--- src/hdl/nts_engine_pkg.sv ---
/*
 * Shared widths, register map, identity words and enums for the NTS
 * engine register file. Imported with a wildcard by every module.
 */
package nts_engine_pkg;

  // --------------------------------------------------
  // Bus and counter widths
  // --------------------------------------------------
  localparam int API_ADDR_WIDTH   = 12;
  localparam int API_DATA_WIDTH   = 32;
  localparam int LOCAL_ADDR_WIDTH = 8;   // Lower address bits
  localparam int BLOCK_WIDTH      = API_ADDR_WIDTH - LOCAL_ADDR_WIDTH;
  localparam int COUNTER_WIDTH    = 64;
  localparam int NUM_STAT         = 6;

  // --------------------------------------------------
  // Identity words
  // --------------------------------------------------
  localparam logic [API_DATA_WIDTH-1:0] CORE_NAME0   = 32'h4e_54_53_5f; // "NTS_"
  localparam logic [API_DATA_WIDTH-1:0] CORE_NAME1   = 32'h45_4e_47_4e; // "ENGN"
  localparam logic [API_DATA_WIDTH-1:0] CORE_VERSION = 32'h30_2e_30_31; // "0.01"
  localparam logic [API_DATA_WIDTH-1:0] DEBUG_NAME   = 32'h44_42_55_47; // "DBUG"
  localparam logic [API_DATA_WIDTH-1:0] CTRL_VALUE   = 32'h0000_0001;

  // --------------------------------------------------
  // Engine block map
  // --------------------------------------------------
  localparam logic [LOCAL_ADDR_WIDTH-1:0] ADDR_NAME0   = 8'h00;
  localparam logic [LOCAL_ADDR_WIDTH-1:0] ADDR_NAME1   = 8'h01;
  localparam logic [LOCAL_ADDR_WIDTH-1:0] ADDR_VERSION = 8'h02;
  localparam logic [LOCAL_ADDR_WIDTH-1:0] ADDR_CTRL    = 8'h08;

  // --------------------------------------------------
  // Debug block map
  // --------------------------------------------------
  // Counter addresses hold the upper word and the lower word follows at +1
  localparam logic [LOCAL_ADDR_WIDTH-1:0] ADDR_DEBUG_NTS_PROCESSED  = 8'h00;
  localparam logic [LOCAL_ADDR_WIDTH-1:0] ADDR_DEBUG_NTS_BAD_COOKIE = 8'h02;
  localparam logic [LOCAL_ADDR_WIDTH-1:0] ADDR_DEBUG_NTS_BAD_AUTH   = 8'h04;
  localparam logic [LOCAL_ADDR_WIDTH-1:0] ADDR_DEBUG_NTS_BAD_KEYID  = 8'h06;
  localparam logic [LOCAL_ADDR_WIDTH-1:0] ADDR_DEBUG_NAME           = 8'h08;
  localparam logic [LOCAL_ADDR_WIDTH-1:0] ADDR_DEBUG_SYSTICK32      = 8'h09;
  localparam logic [LOCAL_ADDR_WIDTH-1:0] ADDR_DEBUG_ERROR_CRYPTO   = 8'h20;
  localparam logic [LOCAL_ADDR_WIDTH-1:0] ADDR_DEBUG_ERROR_TXBUF    = 8'h22;

  // --------------------------------------------------
  // Enums
  // --------------------------------------------------
  // Upper address bits select the block
  typedef enum logic [BLOCK_WIDTH-1:0] {
    BLOCK_ENGINE = 4'h0,
    BLOCK_DEBUG  = 4'h1,
    BLOCK_NONE   = 4'hf   // Anything unmapped
  } api_block_e;

  typedef enum logic [1:0] {
    OP_IDLE  = 2'd0,
    OP_READ  = 2'd1,
    OP_WRITE = 2'd2
  } api_op_e;

  // Bit position in event and snapshot vectors
  typedef enum logic [2:0] {
    STAT_PROCESSED  = 3'd0,
    STAT_BAD_COOKIE = 3'd1,
    STAT_BAD_AUTH   = 3'd2,
    STAT_BAD_KEYID  = 3'd3,
    STAT_ERR_CRYPTO = 3'd4,
    STAT_ERR_TXBUF  = 3'd5
  } stat_event_e;

endpackage

--- src/hdl/nts_api_decode.sv ---
/*
 * First stage of the register bus. Samples one chip-select access per
 * cycle and holds it as an operation, a target block and a local address.
 */
module nts_api_decode
  import nts_engine_pkg::*;
(
  input  logic                        i_clk,
  input  logic                        i_areset,
  input  logic                        i_api_cs,
  input  logic                        i_api_we,
  input  logic [API_ADDR_WIDTH-1:0]   i_api_address,
  output api_op_e                     o_op,
  output api_block_e                  o_block,
  output logic [LOCAL_ADDR_WIDTH-1:0] o_local_addr
);

  api_op_e    op_next;
  api_block_e block_next;

  // Classify the access
  always_comb
  begin
    if (!i_api_cs)
      op_next = OP_IDLE;
    else if (i_api_we)
      op_next = OP_WRITE;  // Accepted, never acted on
    else
      op_next = OP_READ;
  end

  // Upper address bits onto a block
  always_comb
  begin
    case (i_api_address[API_ADDR_WIDTH-1:LOCAL_ADDR_WIDTH])
      BLOCK_ENGINE: block_next = BLOCK_ENGINE;
      BLOCK_DEBUG:  block_next = BLOCK_DEBUG;
      default:      block_next = BLOCK_NONE;
    endcase
  end

  always_ff @(posedge i_clk or posedge i_areset)
  begin
    if (i_areset)
    begin
      o_op    <= OP_IDLE;
      o_block <= BLOCK_NONE;
    end
    else
    begin
      o_op    <= op_next;
      o_block <= block_next;
    end
  end

  // Local address follows the bus every cycle
  always_ff @(posedge i_clk)
  begin
    o_local_addr <= i_api_address[LOCAL_ADDR_WIDTH-1:0];
  end

endmodule

--- src/hdl/nts_stat_counters.sv ---
/*
 * Statistics counters of the engine. Each event pulse bumps its 64-bit
 * counter; a snapshot pulse freezes the lower word for a later read.
 */
module nts_stat_counters
  import nts_engine_pkg::*;
(
  input  logic                                     i_clk,
  input  logic                                     i_areset,
  input  logic [NUM_STAT-1:0]                      i_stat_events,
  input  logic [NUM_STAT-1:0]                      i_snapshot,
  output logic [NUM_STAT-1:0][API_DATA_WIDTH-1:0]  o_counter_msw,
  output logic [NUM_STAT-1:0][API_DATA_WIDTH-1:0]  o_snapshot_lsw,
  output logic [API_DATA_WIDTH-1:0]                o_systick
);

  // --------------------------------------------------
  // State
  // --------------------------------------------------
  logic [NUM_STAT-1:0][COUNTER_WIDTH-1:0]  counter_reg;
  logic [NUM_STAT-1:0][API_DATA_WIDTH-1:0] snapshot_reg;
  logic [API_DATA_WIDTH-1:0]               systick_reg;

  // --------------------------------------------------
  // Counter and snapshot update
  // --------------------------------------------------
  always_ff @(posedge i_clk or posedge i_areset)
  begin
    if (i_areset)
    begin
      counter_reg  <= '0;
      snapshot_reg <= '0;
    end
    else
    begin
      for (int i = 0; i < NUM_STAT; i++)
      begin
        if (i_stat_events[i])
          counter_reg[i] <= counter_reg[i] + 1'b1;

        // Lower word as it stood before this edge so that it pairs
        // with the upper word read out at the same edge
        if (i_snapshot[i])
          snapshot_reg[i] <= counter_reg[i][API_DATA_WIDTH-1:0];
      end
    end
  end

  // Free running tick that starts at 1 after reset
  always_ff @(posedge i_clk or posedge i_areset)
  begin
    if (i_areset)
      systick_reg <= API_DATA_WIDTH'(1);
    else
      systick_reg <= systick_reg + 1'b1;
  end

  // --------------------------------------------------
  // Outputs
  // --------------------------------------------------
  always_comb
  begin
    for (int i = 0; i < NUM_STAT; i++)
    begin
      o_counter_msw[i] = counter_reg[i][COUNTER_WIDTH-1:API_DATA_WIDTH];  // Upper half
    end
  end

  assign o_snapshot_lsw = snapshot_reg;
  assign o_systick      = systick_reg;

endmodule

--- src/hdl/nts_api_readback.sv ---
/*
 * Read side of the register file. Picks the word for a decoded read,
 * asks the counters for a lower-word snapshot and registers the result.
 */
module nts_api_readback
  import nts_engine_pkg::*;
(
  input  logic                                    i_clk,
  input  logic                                    i_areset,
  input  api_op_e                                 i_op,
  input  api_block_e                              i_block,
  input  logic [LOCAL_ADDR_WIDTH-1:0]             i_local_addr,
  input  logic [NUM_STAT-1:0][API_DATA_WIDTH-1:0] i_counter_msw,
  input  logic [NUM_STAT-1:0][API_DATA_WIDTH-1:0] i_snapshot_lsw,
  input  logic [API_DATA_WIDTH-1:0]               i_systick,
  output logic [NUM_STAT-1:0]                     o_snapshot,
  output logic [API_DATA_WIDTH-1:0]               o_api_read_data,
  output logic                                    o_api_read_valid
);

  logic                        is_read;
  logic [LOCAL_ADDR_WIDTH-1:0] pair_addr;   // Address with the word bit cleared
  logic                        is_lsw;
  logic                        stat_hit;
  stat_event_e                 stat_sel;
  logic [API_DATA_WIDTH-1:0]   engine_word;
  logic [API_DATA_WIDTH-1:0]   read_word;

  assign is_read   = (i_op == OP_READ);
  assign pair_addr = {i_local_addr[LOCAL_ADDR_WIDTH-1:1], 1'b0};
  assign is_lsw    = i_local_addr[0];

  // --------------------------------------------------
  // Counter address lookup
  // --------------------------------------------------
  always_comb
  begin
    stat_hit = 1'b1;
    stat_sel = STAT_PROCESSED;
    case (pair_addr)
      ADDR_DEBUG_NTS_PROCESSED:  stat_sel = STAT_PROCESSED;
      ADDR_DEBUG_NTS_BAD_COOKIE: stat_sel = STAT_BAD_COOKIE;
      ADDR_DEBUG_NTS_BAD_AUTH:   stat_sel = STAT_BAD_AUTH;
      ADDR_DEBUG_NTS_BAD_KEYID:  stat_sel = STAT_BAD_KEYID;
      ADDR_DEBUG_ERROR_CRYPTO:   stat_sel = STAT_ERR_CRYPTO;
      ADDR_DEBUG_ERROR_TXBUF:    stat_sel = STAT_ERR_TXBUF;
      default:                   stat_hit = 1'b0;
    endcase
  end

  // Engine identity words
  always_comb
  begin
    case (i_local_addr)
      ADDR_NAME0:   engine_word = CORE_NAME0;
      ADDR_NAME1:   engine_word = CORE_NAME1;
      ADDR_VERSION: engine_word = CORE_VERSION;
      ADDR_CTRL:    engine_word = CTRL_VALUE;
      default:      engine_word = '0;
    endcase
  end

  // --------------------------------------------------
  // Read select
  // --------------------------------------------------
  always_comb
  begin
    read_word  = '0;
    o_snapshot = '0;
    if (is_read)
    begin
      case (i_block)
        BLOCK_ENGINE:
          read_word = engine_word;
        BLOCK_DEBUG:
        begin
          if (i_local_addr == ADDR_DEBUG_NAME)
            read_word = DEBUG_NAME;
          else if (i_local_addr == ADDR_DEBUG_SYSTICK32)
            read_word = i_systick;
          else if (stat_hit && is_lsw)
            read_word = i_snapshot_lsw[stat_sel];  // Latched by the upper-word read
          else if (stat_hit)
          begin
            read_word            = i_counter_msw[stat_sel];
            o_snapshot[stat_sel] = 1'b1;  // Freeze the matching lower word
          end
        end
        default: ;  // Unmapped blocks read zero
      endcase
    end
  end

  // --------------------------------------------------
  // Result register
  // --------------------------------------------------
  always_ff @(posedge i_clk or posedge i_areset)
  begin
    if (i_areset)
    begin
      o_api_read_valid <= 1'b0;
      o_api_read_data  <= '0;
    end
    else
    begin
      o_api_read_valid <= is_read;   // Never for writes or idle
      if (is_read)
        o_api_read_data <= read_word;
    end
  end

endmodule

--- src/hdl/nts_engine_regs.sv ---
/*
 * Top of the NTS engine register file. Host reads come back two cycles
 * after the chip-select cycle; statistics events enter as single pulses.
 */
module nts_engine_regs
  import nts_engine_pkg::*;
(
  input  logic                      i_clk,
  input  logic                      i_areset,
  input  logic                      i_api_cs,
  input  logic                      i_api_we,
  input  logic [API_ADDR_WIDTH-1:0] i_api_address,
  input  logic [API_DATA_WIDTH-1:0] i_api_write_data,  // No writable registers
  input  logic [NUM_STAT-1:0]       i_stat_events,
  output logic [API_DATA_WIDTH-1:0] o_api_read_data,
  output logic                      o_api_read_valid
);

  // --------------------------------------------------
  // Internal wires
  // --------------------------------------------------
  api_op_e                                 dec_op;
  api_block_e                              dec_block;
  logic [LOCAL_ADDR_WIDTH-1:0]             dec_local_addr;
  logic [NUM_STAT-1:0]                     snapshot;
  logic [NUM_STAT-1:0][API_DATA_WIDTH-1:0] counter_msw;
  logic [NUM_STAT-1:0][API_DATA_WIDTH-1:0] snapshot_lsw;
  logic [API_DATA_WIDTH-1:0]               systick;

  // Request decode
  nts_api_decode nts_api_decode_inst (
    .i_clk         (i_clk),
    .i_areset      (i_areset),
    .i_api_cs      (i_api_cs),
    .i_api_we      (i_api_we),
    .i_api_address (i_api_address),
    .o_op          (dec_op),
    .o_block       (dec_block),
    .o_local_addr  (dec_local_addr)
  );

  // Statistics and tick
  nts_stat_counters nts_stat_counters_inst (
    .i_clk          (i_clk),
    .i_areset       (i_areset),
    .i_stat_events  (i_stat_events),
    .i_snapshot     (snapshot),
    .o_counter_msw  (counter_msw),
    .o_snapshot_lsw (snapshot_lsw),
    .o_systick      (systick)
  );

  // Read mux and result register
  nts_api_readback nts_api_readback_inst (
    .i_clk            (i_clk),
    .i_areset         (i_areset),
    .i_op             (dec_op),
    .i_block          (dec_block),
    .i_local_addr     (dec_local_addr),
    .i_counter_msw    (counter_msw),
    .i_snapshot_lsw   (snapshot_lsw),
    .i_systick        (systick),
    .o_snapshot       (snapshot),
    .o_api_read_data  (o_api_read_data),
    .o_api_read_valid (o_api_read_valid)
  );

endmodule

--- config.mk ---
export PLATFORM = sky130hd
export DESIGN_NAME = nts_engine_regs
export DESIGN_NICKNAME = d
export VERILOG_FILES = /design/src/hdl/nts_engine_pkg.sv /design/src/hdl/nts_api_decode.sv /design/src/hdl/nts_stat_counters.sv /design/src/hdl/nts_api_readback.sv /design/src/hdl/nts_engine_regs.sv
export SDC_FILE = /design/constraint.sdc
export NUM_CORES = 2
export LEC_CHECK = 0
export BUFFER_PORTS_ARGS = -buffer_cell sky130_fd_sc_hd__buf_4
export CAP_MARGIN = 0
export CELL_PAD_IN_SITES_DETAIL_PLACEMENT = 2
export CELL_PAD_IN_SITES_GLOBAL_PLACEMENT = 2
export CORE_UTILIZATION = 46
export CTS_CLUSTER_SIZE = 8
export DETAILED_ROUTE_END_ITERATION = 7
export PLACE_DENSITY_LB_ADDON = 0.12
export SLEW_MARGIN = 20
export SYNTH_ARGS = -nofsm -noshare
export SYNTH_HDL_FRONTEND = slang
export SYNTH_SLANG_ARGS = --single-unit
export TNS_END_PERCENT = 100
--- constraint.sdc ---
create_clock -name i_clk -period 45.2 [get_ports i_clk]
set_clock_uncertainty 0.15 [all_clocks]
set_input_delay 9.04 -clock i_clk [delete_from_list [all_inputs] [get_ports i_clk]]
set_output_delay 9.04 -clock i_clk [all_outputs]
set_load 0.01 [all_outputs]
### Word level (Yosys, flattened, before mapping)

Cells that the tools add are included.

* reductions and logical operators: 7
* add/sub/neg operators: 7
* equality and inequality tests: 12
* mux-type cells: 23
* order comparisons: 2

Operators by type and width (number)
* $add A64 B1 Y64 const B: 6
* $bmux W32 S3: 2
* $mux W32: 6
* $pmux W31 S4: 1
* $pmux W32 S2: 1
* $mux W6: 6
* $add A32 B1 Y32 const B: 1
* $eq A8 B4 Y1 const B: 2
* $logic_not A8 Y1: 2
* $pmux W3 S5: 1
* $eq A7 B2 Y1 const B: 2
* $eq A7 B5 Y1 const B: 2
* $eq A4 B1 Y1 const B: 2
* $eq A8 B1 Y1 const B: 1
* $eq A8 B2 Y1 const B: 1
* $logic_not A4 Y1: 2
* $pmux W4 S2: 1
* $eq A7 B1 Y1 const B: 1
* $reduce_or A6 Y1: 1
* $lt A3 B4 Y1 const B: 1
* $mux W2: 2
* $demux W1 S3: 1
* $ge A3 B1 Y1 const B: 1
* $eq A2 B1 Y1 const B: 1
* 2 further kinds: 4

* output and inout bits: 33
* input bits: 54
* register bits after elaboration: 655
* word-level logic and storage cells: 69

### Longest topological paths before layout

* depth after elaboration: 12
* gate-level depth with buffers: 9
* depth with buffers taken out: 7

### Hierarchy

A second synthesis with hierarchy kept.

* cells, all modules: 3142
* area total of the unflattened synthesis: 33146.8 µm²

By module, submodules not included
* nts_stat_counters: cells an instance 2396, times used 1, area each 27615.2 µm², sequential area each 15215.8 µm²
* nts_api_readback: cells an instance 727, times used 1, area each 5223.8 µm², sequential area each 825.8 µm²
* nts_api_decode: cells an instance 19, times used 1, area each 307.8 µm², sequential area each 262.8 µm²

### Worst setup path after synthesis

Ideal clock, no wire load.

* kind: in2reg
* start point: input port i_stat_events[1]
* end point: register nts_stat_counters_inst.counter_reg (netlist bit nts_stat_counters_inst.o_counter_msw[62])
* setup time: 0.079 ns
* required time: 44.971 ns
* setup slack: 33.872 ns
* buffers on the path: 3
* data arrival time: 11.098 ns
* stages: 9
* cell sequence: clkbuf_1 -> nand2_1 -> or4_1 -> buf_2 -> or3_4 -> or4_1 -> buf_4 -> nor4_4 -> xor2_1

RTL lines
* from (decl): line nts_engine_regs.sv:14 `input logic [NUM_STAT-1:0] i_stat_events,`
* to (signal, indexed assignment): line nts_stat_counters.sv:39 `counter_reg[i] <= counter_reg[i] + 1'b1;`
* to (decl): line nts_stat_counters.sv:20 `logic [NUM_STAT-1:0][COUNTER_WIDTH-1:0] counter_reg;`

==> run summary <==
flop2flop setup slack - 40.83 ns
Max Clock Freq - 0.0879 GHz
Site Rows - 94
worst-path cell chain - buf_4 > nand3_1 > or4_1 > nor3_2 > nand4_1 > nor4_1 > xnor2_1
outcome - complete, no violations
WL final - 108 mm
Fill cells - 6478
EDFF count, synth - 0
Worst setup startpoint - i_stat_events[1]
yosys warns - 0
Post-Synth XOR/XNOR Area - 0.117
Synth async-reset ratio - 0.988
placed wire-length estimate - 74.8 mm
CTS-repair resized insts - 0
Global Route Usage Sum - 0.326
Seq/Total Area, Yosys - 0.532
Vert. Die Dim - 260 um
core area - 65900 um^2
first-pass GRT wire length - 165 mm
Yosys cell types - 69
Final Slew Violations - 0
quantity of hold-fixing buffers added after cts - 0
post-synthesis mux area share - 0.0988
Routed wire per std cell - 28.6 um
Max transition margin - 0.204
simple logic cell fraction of the synthesized area - 0.171
final setup violating endpoints - 0
Die Wd - 260 um
crit path capture - nts_stat_counters_inst.o_counter_msw[61]$_DFFE_PP0P_
# IOs - 87
vias per std cell - 6.13
Cells after Synth - 2819
CP max stage cell - nand4_1
largest family of logic cells by synthesized area - simple AND/OR/NAND/NOR gates
CP delay by family, top - simple AND/OR/NAND/NOR gates
critical path fanouts, max - 9
Hold Path Cell Cnt - 1
synthesized area per cell - 10.9 um^2
worst path required time - 45.61 ns
clk_lat worst skew - 0.66 ns
clk slew on worst S/H paths - 0.05 ns
clk sinks - 653
Initial DRC Count - 1482
layout cells sized above 1 - 0.151
Worst R2R End - nts_stat_counters_inst.o_snapshot_lsw[131]$_DFFE_PP0P_
measured slew at the worst slew-check pin - 1.19 ns
nets - 2966
Most used DFF post-synth - dfrtp_1
PwrDens - 38.5 nW/um^2
Synth top area share - 0.524
Reg-to-Reg Start - nts_api_decode_inst.o_local_addr[5]$_DFF_P_
TritonCTS clock tree - done
synthesized cell area - 30600 um^2
leak pwr - 15.6 nW
VDD IR-drop max - 0.0287 mV
Longest Clk Path Bufs - 3
R2R cell count - 5
Num CTS Buffers - 91
H-tree Lvls - 3
CP Buf/Inv Count - 1
Worst setup SP type - input pin
Max Cap Viol - 0
Initial Util - 0.465
vias after detailed routing - 23300
P&R area growth vs syn - 12.8%
dominant cells by area after synthesis - dfrtp_1 52%, xnor2_1 8.4%, mux2_2 7.7%
Final Hold Viols - 0
RSZ-0062 raised after global routing - no
post-synth top area cell - dfrtp_1
critical path depth - 7
Synth Area in Compound Gates - 0.0604
Adder-Cell Fraction of Synth Area - 0.00286
largest net degree at the start of global routing - 114
Initial DRT Pass Iterations - 8
CP endpoint kind - register
most frequent cell after synthesis - dfrtp_1
Routed Antenna Nets - 0
setup_tns - 0 ns
I/O Buffers - 54
Hold WC Path Type - reg -> reg
Final Cycle Share - 0.252
diode count - 0
Critical Path Max Stage Delay - 0.68 ns
critical path class - in -> reg
syn nets - 2880
initial antenna violation count - 2
crit path DAT - 11.79 ns
Root Driver - clkbuf_16
worst hold margin - 0.328 ns
vias in the first global route - 25800
fin crit period - 11.38 ns
DRC Markers - 0
GPL Wtd Cong - 0.914
Setup Buffers After CTS - 0
die area - 67700 um^2
Synth top cells by count - 642 x dfrtp_1, 348 x nand2_1, 293 x xnor2_1, 209 x mux2_2, 184 x nand3_1
global route overflow - 0
Synth Register Bits - 653
==> stage by stage <==
stage                     std cells   util  cell area (um^2)  total power [W]  setup WS [ns]
after floorplan                2819      -             30600         0.000682          17.94
after global placement         3675  0.487             32000         0.000705          33.36
after detailed placement       3675  0.487             32100         0.000712          33.22
after CTS                      3791  0.525             34600          0.00134          33.89
after global routing           3792  0.525             34600          0.00137          33.68
final                          3792  0.525             34600          0.00133          33.82
==> worst min path at each step <==
| stage | start | endpoint |
|---|---|---|
| detailed placement | nts_stat_counters_inst.o_counter_msw[95]$_DFFE_PP0P_ | nts_stat_counters_inst.o_counter_msw[95]$_DFFE_PP0P_ |
| global route | nts_stat_counters_inst.o_counter_msw[95]$_DFFE_PP0P_ | nts_stat_counters_inst.o_counter_msw[95]$_DFFE_PP0P_ |
| finish | nts_stat_counters_inst.o_counter_msw[95]$_DFFE_PP0P_ | nts_stat_counters_inst.o_counter_msw[95]$_DFFE_PP0P_ |
| global placement | nts_stat_counters_inst.o_counter_msw[63]$_DFFE_PP0P_ | nts_stat_counters_inst.o_counter_msw[63]$_DFFE_PP0P_ |
| CTS | nts_stat_counters_inst.o_counter_msw[95]$_DFFE_PP0P_ | nts_stat_counters_inst.o_counter_msw[95]$_DFFE_PP0P_ |
| floorplan | nts_stat_counters_inst.o_counter_msw[127]$_DFFE_PP0P_ | nts_stat_counters_inst.o_counter_msw[127]$_DFFE_PP0P_ |
==> layout make-up <==
cell class	instances	area, um^2	share of cell area
well taps	864	1080	0.0313
multi-input cells	2028	13800	0.400
clock inverters	5	103	0.00297
flip-flops and latches	653	16300	0.472
clock buffers	111	2390	0.0692
repair buffers	93	722	0.0209
inverters	38	150	0.00434
==> routing by layer <==
layer | track usage | part of all wire
met1 | 0.407 | 0.41
met4 | 0.150 | 0.050
met3 | 0.0450 | 0.042
met5 | 0 | 0
met2 | 0.560 | 0.50
==> worst reg2reg max path, stage by stage (launching register included) <==
cell	delay, ns
dfxtp_1	0.82
a21boi_0	0.33
nand2_2	0.62
buf_4	0.71
nand3_2	0.96
mux2_1	0.67
==> cells by family after synthesis <==
group                      after synthesis
AOI/OAI and AO/OA                      303
buffers and inverters                  138
and+or+nand+nor                       1034
xor gates and xnor gates               409
muxes                                  275
DFF                                    653
adders and majority gates                7
==> where the power goes <==
group	internal [W]	switching (W)	leakage, nW
registers	0.000606	0.0000301	8.86
logic	0.0000275	0.0000394	5.54
clock network	0.000368	0.000261	1.21
==> cells in the final DEF, fill, tap and decap left out, drive strengths merged, types with 24 or more instances in the layout <==
| master | count |
|---|---|
| buf | 93 |
| mux2 | 211 |
| nand2 | 349 |
| inv | 40 |
| and3 | 62 |
| nand3 | 186 |
| xnor2 | 293 |
| mux2i | 63 |
| a21oi | 100 |
| xor2 | 116 |
| nor3 | 65 |
| dfrtp | 642 |
| o21ai | 83 |
| clkbuf | 111 |
| nand4 | 96 |
| nor2 | 119 |
| and2 | 24 |
| and4 | 42 |
| nor4 | 35 |
Note: power is estimated with default switching activity, not from simulation.
